$ cat config.mk
export PLATFORM = sky130hd
export DESIGN_NAME = board_ctrl_top
export DESIGN_NICKNAME = d
export VERILOG_FILES = /design/src/source/axi_lite_pkg.sv /design/src/source/regmap_pkg.sv /design/src/source/axi_lite_slave.sv /design/src/source/board_ctrl_top.sv /design/src/source/event_hold.sv /design/src/source/gpio_monitor.sv /design/src/source/intr_ctrl.sv /design/src/source/led_blink.sv /design/src/source/reg_bank.sv /design/src/source/timebase.sv
export SDC_FILE = /design/constraint.sdc
export NUM_CORES = 1
export LEC_CHECK = 0
export BUFFER_PORTS_ARGS = -buffer_cell sky130_fd_sc_hd__buf_2
export CORE_MARGIN = 5
export CORE_UTILIZATION = 55
export CTS_BUF_LIST = sky130_fd_sc_hd__clkbuf_8 sky130_fd_sc_hd__clkbuf_16
export DETAILED_ROUTE_END_ITERATION = 8
export GPL_TIMING_DRIVEN = 0
export PLACE_DENSITY = 0.8
export SETUP_SLACK_MARGIN = 0.02
export SYNTH_ARGS = -nofsm -noshare
export SYNTH_HDL_FRONTEND = slang
export SYNTH_SLANG_ARGS = --single-unit
$ cat constraint.sdc
create_clock -name axi_aclk -period 4.1 [get_ports axi_aclk]
set_input_delay 0.615 -clock axi_aclk [delete_from_list [all_inputs] [get_ports axi_aclk]]
set_output_delay 0.615 -clock axi_aclk [all_outputs]
set_load 0.1 [all_outputs]
$ cat src/source/axi_lite_pkg.sv
/*
 * AXI4-Lite port widths, address and data types, response codes
 */
package axi_lite_pkg;

	localparam int AXI_ADDR_W = 14; // Byte address
	localparam int AXI_DATA_W = 32;

	typedef logic [AXI_ADDR_W-1:0] axi_addr_t;
	typedef logic [AXI_DATA_W-1:0] axi_data_t;

	localparam logic [1:0] RESP_OKAY = 2'b00;

endpackage

$ cat src/source/regmap_pkg.sv
/*
 * Register map of the board controller
 * Word addresses, reset values, field types and clock-rate constants
 */
package regmap_pkg;

	typedef logic [11:0] reg_addr_t; // Word index, byte address >> 2

	// ==============================
	// Word addresses
	// ==============================
	localparam reg_addr_t ADDR_VERSION  = 12'h000; // 0000h
	localparam reg_addr_t ADDR_TESTPAD  = 12'h001; // 0004h
	localparam reg_addr_t ADDR_LED      = 12'h002; // 0008h
	localparam reg_addr_t ADDR_TIMER    = 12'h004; // 0010h
	localparam reg_addr_t ADDR_INTR_ENB = 12'h005;
	localparam reg_addr_t ADDR_INTR_STS = 12'h006;
	localparam reg_addr_t ADDR_GPIO_IN  = 12'h008; // 0020h
	localparam reg_addr_t ADDR_GPIO_OUT = 12'h009;
	localparam reg_addr_t ADDR_HOLD_POS = 12'h00A;
	localparam reg_addr_t ADDR_HOLD_NEG = 12'h00B;
	localparam reg_addr_t ADDR_BLINK    = 12'h00C; // 0030h

	// Field types
	typedef logic [1:0] led_t;
	typedef logic [1:0] gpio_t;
	typedef logic [2:0] blink_rate_t;
	typedef logic [5:0] intr_t; // gftt, vsync, xsbl2, rect, bm, grb
	typedef logic [7:0] done_t;

	// Reset values
	localparam logic [31:0] VERSION_ID = 32'h0001_0003;
	localparam led_t        LED_RESET  = 2'b01;

	// Clock-rate constants for a 100 MHz axi_aclk
	localparam int unsigned US_CYCLES           = 100;
	localparam int unsigned BLINK_EPOCH_DEFAULT = 12_500_000; // 125 ms
	localparam int          BLINK_SHIFT         = 8;          // blink2 field

endpackage

$ cat src/source/axi_lite_slave.sv
/*
 * AXI4-Lite slave front end
 * Write and read handshakes turned into register access strobes
 */
`timescale 1ns/1ps

module axi_lite_slave import axi_lite_pkg::*, regmap_pkg::*; (
	input  logic                  axi_aclk,
	input  logic                  axi_aresetn,
	input  axi_addr_t             axi_awaddr,
	input  logic [2:0]            axi_awprot,  // Accepted and ignored
	input  logic                  axi_awvalid,
	output logic                  axi_awready,
	input  axi_data_t             axi_wdata,
	input  logic [AXI_DATA_W/8-1:0] axi_wstrb, // Full-word writes only
	input  logic                  axi_wvalid,
	output logic                  axi_wready,
	output logic [1:0]            axi_bresp,
	output logic                  axi_bvalid,
	input  logic                  axi_bready,
	input  axi_addr_t             axi_araddr,
	input  logic [2:0]            axi_arprot,  // Accepted and ignored
	input  logic                  axi_arvalid,
	output logic                  axi_arready,
	output axi_data_t             axi_rdata,
	output logic [1:0]            axi_rresp,
	output logic                  axi_rvalid,
	input  logic                  axi_rready,
	output logic                  reg_wr,
	output reg_addr_t             wr_addr,
	output axi_data_t             wr_data,
	output reg_addr_t             rd_addr,
	input  axi_data_t             rd_data
);

	logic wr_rdy;  // Drives awready and wready together
	logic ar_take;
	logic rd_hs;

	// ==============================
	// Write path
	// ==============================
	always_ff @(posedge axi_aclk) begin
		if (!axi_aresetn) begin
			wr_rdy <= 1'b0;
		end else begin
			// Hold off while a response is still pending
			wr_rdy <= !wr_rdy && axi_awvalid && axi_wvalid && !axi_bvalid;
		end
	end

	assign axi_awready = wr_rdy;
	assign axi_wready  = wr_rdy;

	assign reg_wr  = wr_rdy && axi_awvalid && axi_wvalid;
	assign wr_addr = axi_awaddr[AXI_ADDR_W-1:2];
	assign wr_data = axi_wdata;

	always_ff @(posedge axi_aclk) begin
		if (!axi_aresetn) begin
			axi_bvalid <= 1'b0;
		end else if (reg_wr) begin
			axi_bvalid <= 1'b1;
		end else if (axi_bready) begin
			axi_bvalid <= 1'b0;
		end
	end

	assign axi_bresp = RESP_OKAY;

	// ==============================
	// Read path
	// ==============================
	assign ar_take = !axi_arready && axi_arvalid && !axi_rvalid;
	assign rd_hs   = axi_arready && axi_arvalid;

	always_ff @(posedge axi_aclk) begin
		if (!axi_aresetn) begin
			axi_arready <= 1'b0;
		end else begin
			axi_arready <= ar_take;
		end
	end

	always_ff @(posedge axi_aclk) begin
		if (ar_take) begin
			rd_addr <= axi_araddr[AXI_ADDR_W-1:2];
		end
		if (rd_hs) begin
			axi_rdata <= rd_data; // Lookup result of the registered index
		end
	end

	always_ff @(posedge axi_aclk) begin
		if (!axi_aresetn) begin
			axi_rvalid <= 1'b0;
		end else if (rd_hs) begin
			axi_rvalid <= 1'b1;
		end else if (axi_rready) begin
			axi_rvalid <= 1'b0;
		end
	end

	assign axi_rresp = RESP_OKAY;

endmodule

$ cat src/source/board_ctrl_top.sv
/*
 * Board controller top level
 * AXI4-Lite front end, register bank, timebase, blinkers, GPIO and interrupts
 */
`timescale 1ns/1ps

module board_ctrl_top import axi_lite_pkg::*, regmap_pkg::*; #(
	parameter int unsigned EPOCH_CYCLES = BLINK_EPOCH_DEFAULT
) (
	input  logic                    axi_aclk,
	input  logic                    axi_aresetn,
	input  axi_addr_t               axi_awaddr,
	input  logic [2:0]              axi_awprot,
	input  logic                    axi_awvalid,
	output logic                    axi_awready,
	input  axi_data_t               axi_wdata,
	input  logic [AXI_DATA_W/8-1:0] axi_wstrb,
	input  logic                    axi_wvalid,
	output logic                    axi_wready,
	output logic [1:0]              axi_bresp,
	output logic                    axi_bvalid,
	input  logic                    axi_bready,
	input  axi_addr_t               axi_araddr,
	input  logic [2:0]              axi_arprot,
	input  logic                    axi_arvalid,
	output logic                    axi_arready,
	output axi_data_t               axi_rdata,
	output logic [1:0]              axi_rresp,
	output logic                    axi_rvalid,
	input  logic                    axi_rready,
	input  gpio_t                   gpio_in,
	input  done_t                   arb_done,
	input  logic                    vsync,
	output led_t                    led,
	output gpio_t                   gpio_out,
	output logic                    intr
);

	// ==============================
	// Internal nets
	// ==============================
	logic        reg_wr;
	reg_addr_t   wr_addr;
	axi_data_t   wr_data;
	reg_addr_t   rd_addr;
	axi_data_t   rd_data;
	axi_data_t   us_count;
	logic        blink_epoch;
	gpio_t       gpio_out_reg;
	blink_rate_t blink1;
	blink_rate_t blink2;
	gpio_t       hold_pos;
	gpio_t       hold_neg;
	gpio_t       hold_pos_clr;
	gpio_t       hold_neg_clr;
	intr_t       intr_sts;
	intr_t       intr_enb;
	intr_t       intr_clr;

	axi_lite_slave i_axi_lite_slave (
		.axi_aclk   (axi_aclk),
		.axi_aresetn(axi_aresetn),
		.axi_awaddr (axi_awaddr),
		.axi_awprot (axi_awprot),
		.axi_awvalid(axi_awvalid),
		.axi_awready(axi_awready),
		.axi_wdata  (axi_wdata),
		.axi_wstrb  (axi_wstrb),
		.axi_wvalid (axi_wvalid),
		.axi_wready (axi_wready),
		.axi_bresp  (axi_bresp),
		.axi_bvalid (axi_bvalid),
		.axi_bready (axi_bready),
		.axi_araddr (axi_araddr),
		.axi_arprot (axi_arprot),
		.axi_arvalid(axi_arvalid),
		.axi_arready(axi_arready),
		.axi_rdata  (axi_rdata),
		.axi_rresp  (axi_rresp),
		.axi_rvalid (axi_rvalid),
		.axi_rready (axi_rready),
		.reg_wr     (reg_wr),
		.wr_addr    (wr_addr),
		.wr_data    (wr_data),
		.rd_addr    (rd_addr),
		.rd_data    (rd_data)
	);

	reg_bank i_reg_bank (
		.axi_aclk    (axi_aclk),
		.axi_aresetn (axi_aresetn),
		.reg_wr      (reg_wr),
		.wr_addr     (wr_addr),
		.wr_data     (wr_data),
		.rd_addr     (rd_addr),
		.us_count    (us_count),
		.gpio_in     (gpio_in),
		.hold_pos    (hold_pos),
		.hold_neg    (hold_neg),
		.intr_sts    (intr_sts),
		.rd_data     (rd_data),
		.led         (led),
		.gpio_out_reg(gpio_out_reg),
		.blink1      (blink1),
		.blink2      (blink2),
		.intr_enb    (intr_enb),
		.hold_pos_clr(hold_pos_clr),
		.hold_neg_clr(hold_neg_clr),
		.intr_clr    (intr_clr)
	);

	timebase #(.EPOCH_CYCLES(EPOCH_CYCLES)) i_timebase (
		.axi_aclk   (axi_aclk),
		.axi_aresetn(axi_aresetn),
		.us_count   (us_count),
		.blink_epoch(blink_epoch)
	);

	led_blink i_led_blink (
		.axi_aclk    (axi_aclk),
		.axi_aresetn (axi_aresetn),
		.blink_epoch (blink_epoch),
		.blink1      (blink1),
		.blink2      (blink2),
		.gpio_out_reg(gpio_out_reg),
		.gpio_out    (gpio_out)
	);

	gpio_monitor i_gpio_monitor (
		.axi_aclk    (axi_aclk),
		.axi_aresetn (axi_aresetn),
		.gpio_in     (gpio_in),
		.hold_pos_clr(hold_pos_clr),
		.hold_neg_clr(hold_neg_clr),
		.hold_pos    (hold_pos),
		.hold_neg    (hold_neg)
	);

	intr_ctrl i_intr_ctrl (
		.axi_aclk   (axi_aclk),
		.axi_aresetn(axi_aresetn),
		.arb_done   (arb_done),
		.vsync      (vsync),
		.intr_clr   (intr_clr),
		.intr_enb   (intr_enb),
		.intr_sts   (intr_sts),
		.intr       (intr)
	);

endmodule

$ cat src/source/event_hold.sv
/*
 * Sticky event bits with write-1-to-clear
 */
`timescale 1ns/1ps

module event_hold #(
	parameter type event_t = logic
) (
	input  logic   axi_aclk,
	input  logic   axi_aresetn,
	input  event_t set,
	input  event_t clr,
	output event_t held
);

	always_ff @(posedge axi_aclk) begin
		if (!axi_aresetn) begin
			held <= '0;
		end else begin
			held <= (held | set) & ~clr; // Clear wins on the same bit
		end
	end

endmodule

$ cat src/source/gpio_monitor.sv
/*
 * GPIO input rising and falling edge capture
 */
`timescale 1ns/1ps

module gpio_monitor import regmap_pkg::*; (
	input  logic  axi_aclk,
	input  logic  axi_aresetn,
	input  gpio_t gpio_in,
	input  gpio_t hold_pos_clr,
	input  gpio_t hold_neg_clr,
	output gpio_t hold_pos,
	output gpio_t hold_neg
);

	gpio_t gpio_d; // One-cycle-old copy
	gpio_t rise;
	gpio_t fall;

	always_ff @(posedge axi_aclk) begin
		if (!axi_aresetn) begin
			gpio_d <= '0;
		end else begin
			gpio_d <= gpio_in;
		end
	end

	assign rise = gpio_in & ~gpio_d;
	assign fall = ~gpio_in & gpio_d;

	event_hold #(.event_t(gpio_t)) i_hold_pos (
		.axi_aclk   (axi_aclk),
		.axi_aresetn(axi_aresetn),
		.set        (rise),
		.clr        (hold_pos_clr),
		.held       (hold_pos)
	);

	event_hold #(.event_t(gpio_t)) i_hold_neg (
		.axi_aclk   (axi_aclk),
		.axi_aresetn(axi_aresetn),
		.set        (fall),
		.clr        (hold_neg_clr),
		.held       (hold_neg)
	);

endmodule

$ cat src/source/intr_ctrl.sv
/*
 * Interrupt status from engine-done inputs and vsync
 * Level interrupt of enabled status bits
 */
`timescale 1ns/1ps

module intr_ctrl import regmap_pkg::*; (
	input  logic  axi_aclk,
	input  logic  axi_aresetn,
	input  done_t arb_done,
	input  logic  vsync,
	input  intr_t intr_clr,
	input  intr_t intr_enb,
	output intr_t intr_sts,
	output logic  intr
);

	logic [2:0] vsync_r; // Two sync stages plus edge history
	logic       vsync_pos;
	intr_t      intr_set;

	always_ff @(posedge axi_aclk) begin
		if (!axi_aresetn) begin
			vsync_r <= '0;
		end else begin
			vsync_r <= {vsync_r[1:0], vsync};
		end
	end

	assign vsync_pos = vsync_r[1] & ~vsync_r[2];

	// arb_done bits 1, 2 and 6 have no status bit
	assign intr_set = {
		arb_done[7],  // gftt
		vsync_pos,    // vsync
		arb_done[5],  // xsbl2
		arb_done[4],  // rect
		arb_done[3],  // bm
		arb_done[0]   // grb
	};

	event_hold #(.event_t(intr_t)) i_intr_hold (
		.axi_aclk   (axi_aclk),
		.axi_aresetn(axi_aresetn),
		.set        (intr_set),
		.clr        (intr_clr),
		.held       (intr_sts)
	);

	assign intr = |(intr_sts & intr_enb); // Level, not pulse

endmodule

$ cat src/source/led_blink.sv
/*
 * Two programmable-rate LED blinkers
 * Merged into the software GPIO outputs
 */
`timescale 1ns/1ps

module led_blink import regmap_pkg::*; (
	input  logic        axi_aclk,
	input  logic        axi_aresetn,
	input  logic        blink_epoch,
	input  blink_rate_t blink1,
	input  blink_rate_t blink2,
	input  gpio_t       gpio_out_reg,
	output gpio_t       gpio_out
);

	blink_rate_t rate [2];
	gpio_t       blink_led;

	assign rate[0] = blink1; // Drives bit 0
	assign rate[1] = blink2;

	// ==============================
	// One blinker per GPIO bit
	// ==============================
	for (genvar ch = 0; ch < 2; ch++) begin : g_chan
		blink_rate_t epoch_cnt;
		logic        hit;
		logic        led_q;

		assign hit = blink_epoch && (epoch_cnt == rate[ch]);

		always_ff @(posedge axi_aclk) begin
			if (!axi_aresetn) begin
				epoch_cnt <= blink_rate_t'(1);
				led_q     <= 1'b0;
			end else begin
				if (blink_epoch) begin
					epoch_cnt <= hit ? blink_rate_t'(1) : epoch_cnt + 1'b1;
				end
				if (rate[ch] == '0) begin
					led_q <= 1'b0; // Blinker off
				end else if (hit) begin
					led_q <= ~led_q;
				end
			end
		end

		assign blink_led[ch] = led_q;
	end

	assign gpio_out = gpio_out_reg | blink_led;

endmodule

$ cat src/source/reg_bank.sv
/*
 * Register bank with write decode and read multiplexer
 * Also forms the write-1-to-clear masks for the sticky registers
 */
`timescale 1ns/1ps

module reg_bank import axi_lite_pkg::*, regmap_pkg::*; (
	input  logic        axi_aclk,
	input  logic        axi_aresetn,
	input  logic        reg_wr,
	input  reg_addr_t   wr_addr,
	input  axi_data_t   wr_data,
	input  reg_addr_t   rd_addr,
	input  axi_data_t   us_count,
	input  gpio_t       gpio_in,
	input  gpio_t       hold_pos,
	input  gpio_t       hold_neg,
	input  intr_t       intr_sts,
	output axi_data_t   rd_data,
	output led_t        led,
	output gpio_t       gpio_out_reg,
	output blink_rate_t blink1,
	output blink_rate_t blink2,
	output intr_t       intr_enb,
	output gpio_t       hold_pos_clr,
	output gpio_t       hold_neg_clr,
	output intr_t       intr_clr
);

	axi_data_t testpad; // Scratch word for software

	// ==============================
	// Write decode
	// ==============================
	always_ff @(posedge axi_aclk) begin
		if (!axi_aresetn) begin
			testpad      <= '0;
			led          <= LED_RESET;
			intr_enb     <= '0;
			gpio_out_reg <= '0;
			blink1       <= '0;
			blink2       <= '0;
		end else if (reg_wr) begin
			case (wr_addr)
				ADDR_TESTPAD:  testpad      <= wr_data;
				ADDR_LED:      led          <= led_t'(wr_data);
				ADDR_INTR_ENB: intr_enb     <= intr_t'(wr_data);
				ADDR_GPIO_OUT: gpio_out_reg <= gpio_t'(wr_data);
				ADDR_BLINK: begin
					blink1 <= blink_rate_t'(wr_data);
					blink2 <= wr_data[BLINK_SHIFT +: $bits(blink_rate_t)];
				end
				default: ;
			endcase
		end
	end

	// Clear masks, live only during the write strobe
	assign hold_pos_clr = (reg_wr && wr_addr == ADDR_HOLD_POS) ? gpio_t'(wr_data) : '0;
	assign hold_neg_clr = (reg_wr && wr_addr == ADDR_HOLD_NEG) ? gpio_t'(wr_data) : '0;
	assign intr_clr     = (reg_wr && wr_addr == ADDR_INTR_STS) ? intr_t'(wr_data) : '0;

	// ==============================
	// Read multiplexer
	// ==============================
	always_comb begin
		rd_data = '0; // Unmapped words read zero
		case (rd_addr)
			ADDR_VERSION:  rd_data = VERSION_ID;
			ADDR_TESTPAD:  rd_data = testpad;
			ADDR_LED:      rd_data = axi_data_t'(led);
			ADDR_TIMER:    rd_data = us_count;
			ADDR_INTR_ENB: rd_data = axi_data_t'(intr_enb);
			ADDR_INTR_STS: rd_data = axi_data_t'(intr_sts);
			ADDR_GPIO_IN:  rd_data = axi_data_t'(gpio_in);
			ADDR_GPIO_OUT: rd_data = axi_data_t'(gpio_out_reg);
			ADDR_HOLD_POS: rd_data = axi_data_t'(hold_pos);
			ADDR_HOLD_NEG: rd_data = axi_data_t'(hold_neg);
			ADDR_BLINK: begin
				rd_data[$bits(blink_rate_t)-1:0]           = blink1;
				rd_data[BLINK_SHIFT +: $bits(blink_rate_t)] = blink2;
			end
			default: ;
		endcase
	end

endmodule

$ cat src/source/timebase.sv
/*
 * Microsecond tick and free-running microsecond timer
 * Separate epoch divider for the LED blinkers
 */
`timescale 1ns/1ps

module timebase import axi_lite_pkg::*, regmap_pkg::*; #(
	parameter int unsigned EPOCH_CYCLES = BLINK_EPOCH_DEFAULT
) (
	input  logic      axi_aclk,
	input  logic      axi_aresetn,
	output axi_data_t us_count,
	output logic      blink_epoch
);

	localparam int US_W = $clog2(US_CYCLES);
	localparam int EP_W = $clog2(EPOCH_CYCLES);

	logic [US_W-1:0] us_div;
	logic [EP_W-1:0] ep_div;
	logic            us_tick;

	assign us_tick     = (us_div == US_W'(US_CYCLES - 1));
	assign blink_epoch = (ep_div == EP_W'(EPOCH_CYCLES - 1));

	always_ff @(posedge axi_aclk) begin
		if (!axi_aresetn) begin
			us_div   <= '0;
			us_count <= '0;
			ep_div   <= '0;
		end else begin
			us_div   <= us_tick ? '0 : us_div + 1'b1;
			us_count <= us_count + axi_data_t'(us_tick); // Wraps after ~71 min
			ep_div   <= blink_epoch ? '0 : ep_div + 1'b1;
		end
	end

endmodule

==> key figures <==
Synthesis
  – EDFF count, synth: 44
  – Synth Warn #: 0
  – Post-synth top area share: 0.349
  – Async set-or-reset flop fraction in the synthesized netlist: 0
  – Mapped Area: 7910 um^2
  – Seq/Total Area, Yosys: 0.516
  – Yosys cell types: 60
  – #FFs+latches synth: 182
  – Ys flop type: dfxtp_1
  – Area leader, netlist: dfxtp_1
  – Avg Inst Size Synth: 9.70 um^2
  – Syn Inst Count: 816
  – Synth area leaders: dfxtp_1 (35%), edfxtp_1 (17%), a21oi_1 (4.5%)

Clock tree
  – CTS Buf Count: 17
  – CTS H-tree lvls: 4
  – Post-CTS setup buffer count: 0
  – # resized after CTS: 0
  – CTS clock-pin slew for the worst setup and hold paths: around 0.060 ns
  – Deepest clock path buffer count: 2
  – Cts hold-fix bufs: 0
  – Root Driver: clkbuf_16
  – Clock sink count: 182
  – Clock latency on the worst-skew pair: 0.42 ns
  – CTS tree: done

STA
  – TNS Setup: 0 ns
  – Final Hold Fails: 0
  – Minimum clock period: 2.90 ns
  – Max-slew violation total from the final report: 0
  – Period utilisation layout: 0.707
  – Slew @ Worst Pin: ~0.9 ns
  – Max-slew headroom: 0.397
  – Final WS setup: 1.20 ns
  – Skew final: 0.00643 ns
  – RSZ-0062 raised after global routing: no
  – Max Fclk: 345 MHz
  – # setup viols final: 0

Placed design
  – Inst Count DP: 1,109
  – Setup Slack @ Placement: 1.26 ns
  – Dpl cell area: 8710 um^2
  – # port buffers: 110
  – GP Congestion: roughly 0.90
  – Hpwl dp: 13.7 mm

Detailed routing
  – Vias per cell: 5.78
  – Post-route ant nets: 0
  – Avg WL per Cell: approximately 17 um
  – DRC: 0
  – Vias: 6,597
  – Drt first pass iters: 5
  – Post-Route WL: 19.3 mm
  – DRT iter0 DRCs: ~520

Worst hold path
  – Hold path cells: 1
  – WHS Endpoint: i_axi_lite_slave.rd_addr[11]
  – Worst hold path startpoint: axi_araddr[13]
  – Worst min path class: input port to flip-flop

Cells and area
  – Share of cells above drive strength 1: 0.182
  – Top flop regs: i_axi_lite_slave.axi_rdata: 32 flops, i_reg_bank.testpad: 32 flops, i_timebase.us_count: 32 flops
  – Final std cells w/o fill: 1,141
  – Finished Cell Area: 9240 um^2
  – Most frequent cells in the layout: dfxtp_1 (138), buf_2 (121), nand2_1 (92)
  – N_diodes: 0
  – Area added between synthesis and finish: 16.8%
  – Layout fillers: 1,161
  – Nets: 1,042
  – Most common cell after layout, fill and taps aside: dfxtp_1

Critical path
  – Crit path launch type: flip-flop
  – Worst Path Arrival: 3.24 ns
  – Crit path buf inv count: 1
  – Crit path cell chain: ha_1, nand2_1, nor4_1, ha_1, ha_1, and3_1, clkbuf_1, nand2_1, nor4_1, mux2i_1
  – Crit Path Category: flip-flop to flip-flop
  – Reg2reg setup slack: 1.20 ns
  – Worst EP required: ~4.4 ns
  – Start point of the critical path: i_timebase.us_div[0]
  – Worst R2R Start: i_timebase.us_div[0]
  – CP Max Fanout: 8
  – CP peak stage delay: around 0.37 ns
  – Worst path top cell family by delay: simple AND/OR/NAND/NOR gates
  – Worst Setup End Kind: flip-flop
  – Most common cell on crit path: ha_1
  – Slowest cell on the critical path: dfxtp_1
  – FF-to-FF End: i_timebase.us_count[30]
  – Register-to-Register Path Depth: 10

Die
  – Die Footprint: 16,900 um^2
  – Die width: between 100 and 150 um
  – Starting Density: 0.566
  – Chip height: 130 um
  – Core area: 14,000 um^2
  – # IOs: 134
  – Row count: between 40 and 50

Global route
  – Vias in the first global route: around 6,300
  – First-pass GRT wire length: slightly above 30 mm
  – GRT overflow: 0
  – Largest net degree at the start of global routing: 34
  – Antenna violations before repair: 0
  – Total GRT Usage: 0.232

Power
  – Worst vdd ir: between 300 and 400 uV
  – PwrDens: 389 nW/um^2
  – Pwr Total: 3.60 mW
  – Lkg Pwr: 3.42 nW

Job
  – Max-Cap Viols: 0

Status
  – Status: complete, no violations
power breakdown:
part	internal (mW)	total [mW]	switching (mW)
sequential	1.87	1.88	0.0176
clock	0.833	1.48	0.644
combinational	0.0622	0.236	0.174
worst max path at each step:
| stage | endpoint | slack [ns] | cells past startpoint |
|---|---|---|---|
| floorplan | i_timebase.us_count[20] | 1.70 | 10 |
| global route | i_timebase.us_count[30] | 1.02 | 10 |
| global placement | i_timebase.us_count[20] | 1.32 | 10 |
| CTS | i_timebase.us_count[30] | 1.22 | 10 |
| detailed placement | i_timebase.us_count[22] | 1.26 | 10 |
| finish | i_timebase.us_count[30] | 1.20 | 10 |
synthesized netlist by cell type (2+ instances only):
master    count
a21oi_1      71
a22o_1       22
a22oi_1      14
a31oi_1       5
a32o_1        2
a32oi_1       2
a41oi_1       2
and2_1       12
and3_1       10
and3b_1       2
and4_1        8
buf_2        11
buf_4         6
buf_6         3
clkbuf_1     33
dfxtp_1     138
edfxtp_1     44
ha_1          6
inv_1        12
mux2i_1      22
nand2_1      92
nand2b_1      8
nand3_1      27
nand4_1      25
nor2_1       58
nor2b_1       9
nor3_1        5
nor3b_1       7
nor4_1       10
nor4_2        2
nor4b_1       5
nor4bb_1      2
o21ai_0      28
o21ai_1       2
o21ba_2       2
o31ai_1      19
or2_2         3
or3_1        10
or4_1        19
or4_4         2
or4b_1        2
xnor2_1      22
xor2_1       15
per-layer routing:
| layer | vias to the layer above | GRT usage | wire, um |
|---|---|---|---|
| li1 | 3230 | - | - |
| met1 | 3111 | 0.295 | 8320 |
| met2 | 227 | 0.388 | 9220 |
| met3 | 29 | 0.0528 | 1370 |
| met4 | 0 | 0.0856 | 382 |
| met5 | - | 0 | 0 |
cell families (layout without fill, tap and decap cells):
group	count (synthesis)	in the layout	share of synthesized area
other cells	1	4	0.000474
flops	182	182	0.516
fa+ha+maj	6	6	0.00949
buf+inv	67	209	0.0394
xor+xnor	37	37	0.0410
mux	24	24	0.0321
compound gates	175	175	0.139
simple gates	324	324	0.222
area by class of cell:
type / count / area [um^2] / area share
plain buffers: 54 / 263 / 0.0284
clock buffers: 18 / 439 / 0.0475
clock inverters: 14 / 95.1 / 0.0103
inverters: 13 / 48.8 / 0.00528
multi-input cells: 570 / 3530 / 0.383
flip-flops and latches: 182 / 4080 / 0.442
well taps: 180 / 225 / 0.0244
repair buffers: 110 / 551 / 0.0596
stage by stage:
step                hold WS [ns]   util
floorplan                  0.412      -
global placement           0.413  0.622
detailed placement         0.422  0.622
CTS                        0.350  0.661
global route               0.344  0.661
finish                     0.364  0.661
Note: power is estimated with default switching activity, not from simulation.
